$ cat config.mk
export PLATFORM = sky130hd
export DESIGN_NAME = reduction_tree
export DESIGN_NICKNAME = d
export VERILOG_FILES = /design/src/hdl/art_cfg_pkg.sv /design/src/hdl/art_data_pkg.sv /design/src/hdl/adder_switch.sv /design/src/hdl/art_config_regs.sv /design/src/hdl/mux_2x1_simple_comb.sv /design/src/hdl/reduction_tree.sv
export SDC_FILE = /design/constraint.sdc
export NUM_CORES = 1
export LEC_CHECK = 0
export BUFFER_PORTS_ARGS = -buffer_cell sky130_fd_sc_hd__buf_2
export CORE_UTILIZATION = 55
export DETAILED_ROUTE_END_ITERATION = 10
export MAX_ROUTING_LAYER = met4
export PLACE_DENSITY = 0.79
export SLEW_MARGIN = 25
export SYNTH_ARGS = -nofsm -noshare
export SYNTH_HDL_FRONTEND = slang
export SYNTH_SLANG_ARGS = --single-unit
$ cat constraint.sdc
create_clock -name i_clk -period 5.3 [get_ports i_clk]
set_input_delay 0.795 -clock i_clk [delete_from_list [all_inputs] [get_ports i_clk]]
set_output_delay 0.795 -clock i_clk [all_outputs]
set_load 0.05 [all_outputs]
$ cat src/hdl/art_cfg_pkg.sv
////////////////////////////////////////////////////////////////////////////
// reduction tree configuration types
////////////////////////////////////////////////////////////////////////////
package art_cfg_pkg;

	// seven adder switches in a three-level binary tree
	parameter int NUM_NODES = 7;

	// node numbering, level one first, then level two, root last
	parameter int LEVEL2_BASE = 4;
	parameter int ROOT_NODE = 6;

	// index of one switch, value 7 is not a node
	typedef logic [2:0] node_idx_t;

	// per-switch command word
	// all zero = forward left child upward
	typedef struct packed {
		logic add;    // sum both children
		logic sel;    // forward select, 1 high (right), 0 low (left)
		logic emit;   // result to own output slot, not parent
	} node_cmd_t;

	// tree level of a node, 1 at the leaves, 3 at the root
	function automatic int node_level(input int node);
		if (node >= ROOT_NODE)
			return 3;
		else if (node >= LEVEL2_BASE)
			return 2;
		else
			return 1;
	endfunction

endpackage

$ cat src/hdl/art_data_pkg.sv
////////////////////////////////////////////////////////////////////////////
// reduction tree data shape
////////////////////////////////////////////////////////////////////////////
package art_data_pkg;

	// leaf lanes, one partial sum each
	parameter int NUM_LEAVES = 8;

	// switch levels between leaves and root
	// also the latency of the root slot in cycles
	parameter int TREE_DEPTH = 3;

	// default partial-sum width
	// sums wrap at this width, no saturation
	parameter int PSUM_WIDTH_DEF = 32;

endpackage

$ cat src/hdl/adder_switch.sv
`timescale 1ns/10ps

////////////////////////////////////////////////////////////////////////////
// one node of the reduction tree
//   add    -> low + high, needs both children valid
//   !add   -> forward the child picked by sel
//   emit   -> result to own slot, else up to parent
// one register stage per node
////////////////////////////////////////////////////////////////////////////
module adder_switch #(
	parameter int DATA_WIDTH = 32
)(
	input  logic                    i_clk,
	input  logic                    i_reset,
	input  art_cfg_pkg::node_cmd_t  i_cmd,
	input  logic [1:0]              i_valid,
	input  logic [2*DATA_WIDTH-1:0] i_data,
	output logic                    o_up_valid,
	output logic [DATA_WIDTH-1:0]   o_up_data,
	output logic                    o_out_valid,
	output logic [DATA_WIDTH-1:0]   o_out_data
);

	// forward path
	logic                  fwd_valid;
	logic [DATA_WIDTH-1:0] fwd_data;

	// add path
	logic                  sum_valid;
	logic [DATA_WIDTH-1:0] sum_data;

	// selected result before the register
	logic                  res_valid;
	logic [DATA_WIDTH-1:0] res_data;

	////////////////////////////////////////////////////////////////////////////
	// combinational stage
	////////////////////////////////////////////////////////////////////////////

	// mux only active while forwarding
	mux_2x1_simple_comb #(
		.DATA_WIDTH(DATA_WIDTH)
	) u_fwd_mux (
		.i_valid(i_valid),
		.i_data_bus(i_data),
		.i_en(~i_cmd.add),
		.i_cmd(i_cmd.sel),
		.o_valid(fwd_valid),
		.o_data_bus(fwd_data)
	);

	// wrap-around sum, a lone valid child is dropped
	assign sum_valid = i_valid[0] & i_valid[1];
	assign sum_data = i_data[0 +: DATA_WIDTH] + i_data[DATA_WIDTH +: DATA_WIDTH];

	assign res_valid = i_cmd.add ? sum_valid : fwd_valid;
	assign res_data = i_cmd.add ? sum_data : fwd_data;

	////////////////////////////////////////////////////////////////////////////
	// register stage
	////////////////////////////////////////////////////////////////////////////

	// valid strobes, exactly one of the two pairs can fire
	always_ff @(posedge i_clk)
	begin
		if (i_reset)
		begin
			o_up_valid <= 1'b0;
			o_out_valid <= 1'b0;
		end
		else
		begin
			o_up_valid <= res_valid & ~i_cmd.emit;
			o_out_valid <= res_valid & i_cmd.emit;
		end
	end

	// payload, loaded only on the chosen side
	always_ff @(posedge i_clk)
	begin
		if (res_valid && !i_cmd.emit)
			o_up_data <= res_data;
		if (res_valid && i_cmd.emit)
			o_out_data <= res_data;
	end

endmodule

$ cat src/hdl/art_config_regs.sv
`timescale 1ns/10ps

////////////////////////////////////////////////////////////////////////////
// per-node command registers
// strobe at edge t, new command in effect from cycle t+1
////////////////////////////////////////////////////////////////////////////
module art_config_regs (
	input  logic                   i_clk,
	input  logic                   i_reset,
	input  logic                   i_cfg_wr,
	input  art_cfg_pkg::node_idx_t i_cfg_node,
	input  art_cfg_pkg::node_cmd_t i_cfg_cmd,
	output art_cfg_pkg::node_cmd_t [art_cfg_pkg::NUM_NODES-1:0] o_node_cmd
);

	// last valid node index
	localparam art_cfg_pkg::node_idx_t LAST_NODE =
		art_cfg_pkg::node_idx_t'(art_cfg_pkg::NUM_NODES - 1);

	// write lands on an existing node
	logic cfg_hit;

	// index 7 has no register behind it
	assign cfg_hit = i_cfg_wr && (i_cfg_node <= LAST_NODE);

	////////////////////////////////////////////////////////////////////////////
	// command storage
	////////////////////////////////////////////////////////////////////////////

	always_ff @(posedge i_clk)
	begin
		if (i_reset)
		begin
			// all zero, forward left, no emit
			o_node_cmd <= '0;
		end
		else if (cfg_hit)
		begin
			o_node_cmd[i_cfg_node] <= i_cfg_cmd;
		end
	end

endmodule

$ cat src/hdl/mux_2x1_simple_comb.sv
`timescale 1ns/10ps

////////////////////////////////////////////////////////////////////////////
// two-way select, combinational
//   low half  = i_data_bus[0 +: DATA_WIDTH]
//   high half = i_data_bus[DATA_WIDTH +: DATA_WIDTH]
//   i_cmd 1 picks high, 0 picks low
////////////////////////////////////////////////////////////////////////////
module mux_2x1_simple_comb #(
	parameter int DATA_WIDTH = 32,
	parameter int COMMAND_WIDTH = 1
)(
	input  logic [1:0]              i_valid,
	input  logic [2*DATA_WIDTH-1:0] i_data_bus,
	input  logic                    i_en,
	input  logic [COMMAND_WIDTH-1:0] i_cmd,
	output logic                    o_valid,
	output logic [DATA_WIDTH-1:0]   o_data_bus
);

	always_comb
	begin
		// idle value, zero data and valid low
		o_valid = 1'b0;
		o_data_bus = {DATA_WIDTH{1'b0}};
		if (i_en)
		begin
			case ({i_cmd[0], i_valid})
				// low selected and low valid
				3'b001, 3'b011:
				begin
					o_valid = 1'b1;
					o_data_bus = i_data_bus[0 +: DATA_WIDTH];
				end
				// high selected and high valid
				3'b110, 3'b111:
				begin
					o_valid = 1'b1;
					o_data_bus = i_data_bus[DATA_WIDTH +: DATA_WIDTH];
				end
				// selected half not valid, nothing passes
				default:
				begin
					o_valid = 1'b0;
					o_data_bus = {DATA_WIDTH{1'b0}};
				end
			endcase
		end
	end

endmodule

$ cat src/hdl/reduction_tree.sv
`timescale 1ns/10ps

////////////////////////////////////////////////////////////////////////////
// reduction network top
//
//   level 3              node 6
//                       /      \
//   level 2         node 4    node 5
//                   /   \     /   \
//   level 1       n0    n1   n2    n3
//                / \   / \   / \   / \
//   leaves      0   1 2   3 4   5 6   7
//
// slot n valid at edge t + level(n) for a vector taken at edge t
////////////////////////////////////////////////////////////////////////////
module reduction_tree #(
	parameter int DATA_WIDTH = art_data_pkg::PSUM_WIDTH_DEF
)(
	input  logic                   i_clk,
	input  logic                   i_reset,
	input  logic                   i_cfg_wr,
	input  art_cfg_pkg::node_idx_t i_cfg_node,
	input  art_cfg_pkg::node_cmd_t i_cfg_cmd,
	input  logic [art_data_pkg::NUM_LEAVES-1:0]            i_leaf_valid,
	input  logic [art_data_pkg::NUM_LEAVES*DATA_WIDTH-1:0] i_leaf_data,
	output logic [art_cfg_pkg::NUM_NODES-1:0]              o_valid,
	output logic [art_cfg_pkg::NUM_NODES*DATA_WIDTH-1:0]   o_data
);

	// one command per switch
	art_cfg_pkg::node_cmd_t [art_cfg_pkg::NUM_NODES-1:0] node_cmd;

	// upward outputs of every switch, root entry has no parent
	logic [art_cfg_pkg::NUM_NODES-1:0]            up_valid;
	logic [art_cfg_pkg::NUM_NODES*DATA_WIDTH-1:0] up_data;

	////////////////////////////////////////////////////////////////////////////
	// configuration
	////////////////////////////////////////////////////////////////////////////

	art_config_regs u_cfg (
		.i_clk(i_clk),
		.i_reset(i_reset),
		.i_cfg_wr(i_cfg_wr),
		.i_cfg_node(i_cfg_node),
		.i_cfg_cmd(i_cfg_cmd),
		.o_node_cmd(node_cmd)
	);

	////////////////////////////////////////////////////////////////////////////
	// switch tree
	////////////////////////////////////////////////////////////////////////////

	for (genvar n = 0; n < art_cfg_pkg::NUM_NODES; n++)
	begin : g_node
		// children of this node, low = left
		logic [1:0]              child_valid;
		logic [2*DATA_WIDTH-1:0] child_data;

		if (art_cfg_pkg::node_level(n) == 1)
		begin : g_leaf_in
			// leaf pair 2n, 2n+1
			localparam int LANE = 2 * n;
			assign child_valid = i_leaf_valid[LANE +: 2];
			assign child_data = i_leaf_data[LANE*DATA_WIDTH +: 2*DATA_WIDTH];
		end
		else
		begin : g_node_in
			// node pair below, 4 -> 0/1, 5 -> 2/3, 6 -> 4/5
			localparam int CHILD = 2 * (n - art_cfg_pkg::LEVEL2_BASE);
			assign child_valid = up_valid[CHILD +: 2];
			assign child_data = up_data[CHILD*DATA_WIDTH +: 2*DATA_WIDTH];
		end

		adder_switch #(
			.DATA_WIDTH(DATA_WIDTH)
		) u_switch (
			.i_clk(i_clk),
			.i_reset(i_reset),
			.i_cmd(node_cmd[n]),
			.i_valid(child_valid),
			.i_data(child_data),
			.o_up_valid(up_valid[n]),
			.o_up_data(up_data[n*DATA_WIDTH +: DATA_WIDTH]),
			// emit output goes straight to slot n
			.o_out_valid(o_valid[n]),
			.o_out_data(o_data[n*DATA_WIDTH +: DATA_WIDTH])
		);
	end

endmodule

==> impl_metrics.ini <==
[synth]
synth-edff-count = 416
synth_most_common_cell = edfxtp_1
ys_warn_count = 0
synth_cell_types = 76
yosys-top-cells-count = edfxtp_1, a21oi_1, ha_1
syn_area_sq_um = 28120
synth_top_area_share_pct = 44.43
synth_top_flop_cell = edfxtp_1
yosys.area.top_type = edfxtp_1
ys_ff_latch = 450
synthCells = 2616
ys_seq_area_share_pct = 46.85
syn_area_per_cell_sq_um = 10.75
synthArstFlopShare_pct = 0
syn-num-nets = 3113
ys_top_cells_by_area = edfxtp_1, ha_1, a21oi_1, a221oi_1, xor2_1

[critical_path]
end_kind = flop
reg2reg_from = g_node[2].u_switch.o_up_data[0]
required_ns = 5.57
start_kind = flop
worstPathMaxFanout = 5
crit_arrival_ns = 4.01
setup.worst_path.start = g_node[2].u_switch.o_up_data[0]
criticalPathCategory = flop to flop

[finish]
drive_above_1_share_pct = 21.74
syn_to_final_growth_pct = 16.74
nNetsFinal = 3549

[global_route]
grt_overflow_total = 0
grt_pass1_wl_mm = 125.8
grt_max_degree = 69
grt_antenna_before_repair = 5
grt_pass1_vias = 22171
groute.usage.overall_pct = 31.87

[sta]
max_slew_margin_pct = 52.31
max_slew.worst_pin.slew_ns = 0.7154
fin_crit_ns = 3.744
whs_ns = 0.4962
hold_viol = 0
period_share_pct = 70.65
setup_viol = 0
fin_ws_ns = 1.556
clock-skew-final_ns = 0.03359
rsz0062_at_grt = false
fmax_mhz = 267.1
setup-tns-final_ns = 0
slew_viol_final = 0

[hold_path]
hold_start = u_cfg.o_node_cmd[20]
worstHoldPathType = flop to flop

[placement]
dpl_worst_slack_ns = 1.081
gp_congestion = 0.9672
dp_hpwl_mm = 64.40
place.port_buffers = 503

[cts]
cts_made_buffers = 48
hold_buffers = 0
cts_resized = 0
cts_tree = built
clk_path_buf_depth = 3
post_cts_buffers = 0
ctsRootBufferMaster = clkbuf_16
htreeDepth = 2
path_clk_slew_ns = 0.06
insertion_delay_ns = 0.59
cts_sinks = 450

[job]
drv_cap = 0

[run_status]
status = finished, final reports clean

[detailed_routing]
ant_nets = 0
vias = 23920
drc = 0
drt_wl_total_mm = 83.30
firstDrtPassIters = 6
viasPerCell = 6.355
drt-initial-drc-count = 2363
avgRoutedWirePerCell_microns = 22.13

[die]
initial_core_util_pct = 55.93
die_y_microns = 228.1
design.die.area_sq_um = 52030
boundaryPins = 504
die_w_microns = 228.1
core.rowCount = 82
core_area_sq_um = 50270

[power]
worst_ir_drop_vdd_mv = 0.2228
p_per_area_nw_per_um2 = 310.1
leakagePower_uw = 0.01364
## sequential cells by signal, indices dropped and copies added (netlist names)
| name | count |
|---|---|
| g_node.u_switch.o_up_data | 192 |
| g_node.u_switch.o_up_valid | 6 |
| u_cfg.o_node_cmd | 21 |
| g_node.u_switch.o_out_valid | 7 |
| g_node.u_switch.o_out_data | 224 |
## path summary, 6_finish.rpt
path                                       end  slack (ns)  cells after the start
max          g_node[5].u_switch.o_out_data[26]        1.56                     12
min                       u_cfg.o_node_cmd[20]        0.50                      2
max reg2reg  g_node[5].u_switch.o_out_data[26]        1.56                     12
min reg2reg               u_cfg.o_node_cmd[20]        0.50                      2
## routing by layer
layer | track usage (%) | up-vias | wire (microns)
met5 | - | - | 0
met4 | 11.41 | 0 | 3002
met1 | 44.98 | 11457 | 36730
met2 | 47.34 | 1100 | 37000
li1 | - | 11207 | -
met3 | 3.863 | 156 | 6570
## logic make-up after synthesis
logic type	after synthesis	share of synthesized area [%]
compound gates	1053	25.03
buf+inv	185	2.572
mux	25	0.8900
xor+xnor	199	6.199
fa+ha+maj	224	10.15
simple gates	480	8.304
flops	450	46.85
## area by class of cell
class / count / area, sq um
well taps: 672 / 840.8
diodes: 6 / 15.01
clock inverters: 33 / 384.1
flip-flops and latches: 450 / 13180
inverters: 34 / 127.6
multi-input cells: 1981 / 14270
clock buffers: 51 / 1234
fillers: 4052 / 17450
repair buffers: 537 / 2773
## stage by stage
step | instance area [sq um] | total power, uW | instances | utilization, %
2_1_floorplan | 28120 | 6054 | 2616 | -
3_3_place_gp | 31190 | 6667 | 3674 | 62.04
3_5_place_dp | 31190 | 6724 | 3674 | 62.04
4_1_cts | 32810 | 10180 | 3758 | 65.26
5_1_grt | 32820 | 10600 | 3763 | 65.29
6_report | 32820 | 10180 | 3764 | 65.29
## worst max-delay path, cell delays in order, from the launching register on
cell      delay [ns]
edfxtp_1        0.41
ha_1            0.31
fa_1            0.45
a21o_1          0.21
a21oi_1         0.20
nand2b_1        0.17
a21oi_1         0.17
o211a_1         0.31
or3b_1          0.41
a21oi_1         0.39
o21bai_1        0.16
xnor2_1         0.16
a21oi_1         0.11
## power by group
group,total [uW],internal (uW),switching [uW]
clock network,3460,2010,1460
registers,4300,4120,173
logic,2420,986,1430
## cells in the final DEF (no fill, tap or decap), types with 8 or more instances in the layout
master | Yosys | layout
and3_1 | 19 | 19
o211ai_1 | 12 | 12
nor2b_2 | 0 | 13
o31ai_1 | 8 | 8
inv_1 | 34 | 34
nor2_1 | 133 | 127
o21ai_0 | 106 | 106
a21oi_1 | 393 | 393
xnor2_1 | 90 | 90
xor2_1 | 109 | 109
buf_4 | 7 | 34
edfxtp_1 | 416 | 416
a31oi_1 | 30 | 30
nand2b_1 | 21 | 21
nor3b_1 | 9 | 9
ha_1 | 217 | 217
nor3_1 | 27 | 27
o22ai_1 | 10 | 10
nand3_1 | 39 | 39
mux2i_1 | 25 | 25
a221oi_1 | 200 | 200
a211oi_1 | 20 | 20
and2_1 | 16 | 16
nor2b_1 | 36 | 23
or2_2 | 8 | 8
a22oi_1 | 25 | 25
o21bai_1 | 27 | 27
nand2_1 | 120 | 120
a21o_1 | 122 | 122
o21ai_1 | 14 | 14
o21a_1 | 21 | 21
clkbuf_16 | 0 | 49
buf_2 | 2 | 503
dfxtp_1 | 34 | 27
nand4_1 | 31 | 31
No activity file was read; power rests on OpenSTA's default activity.
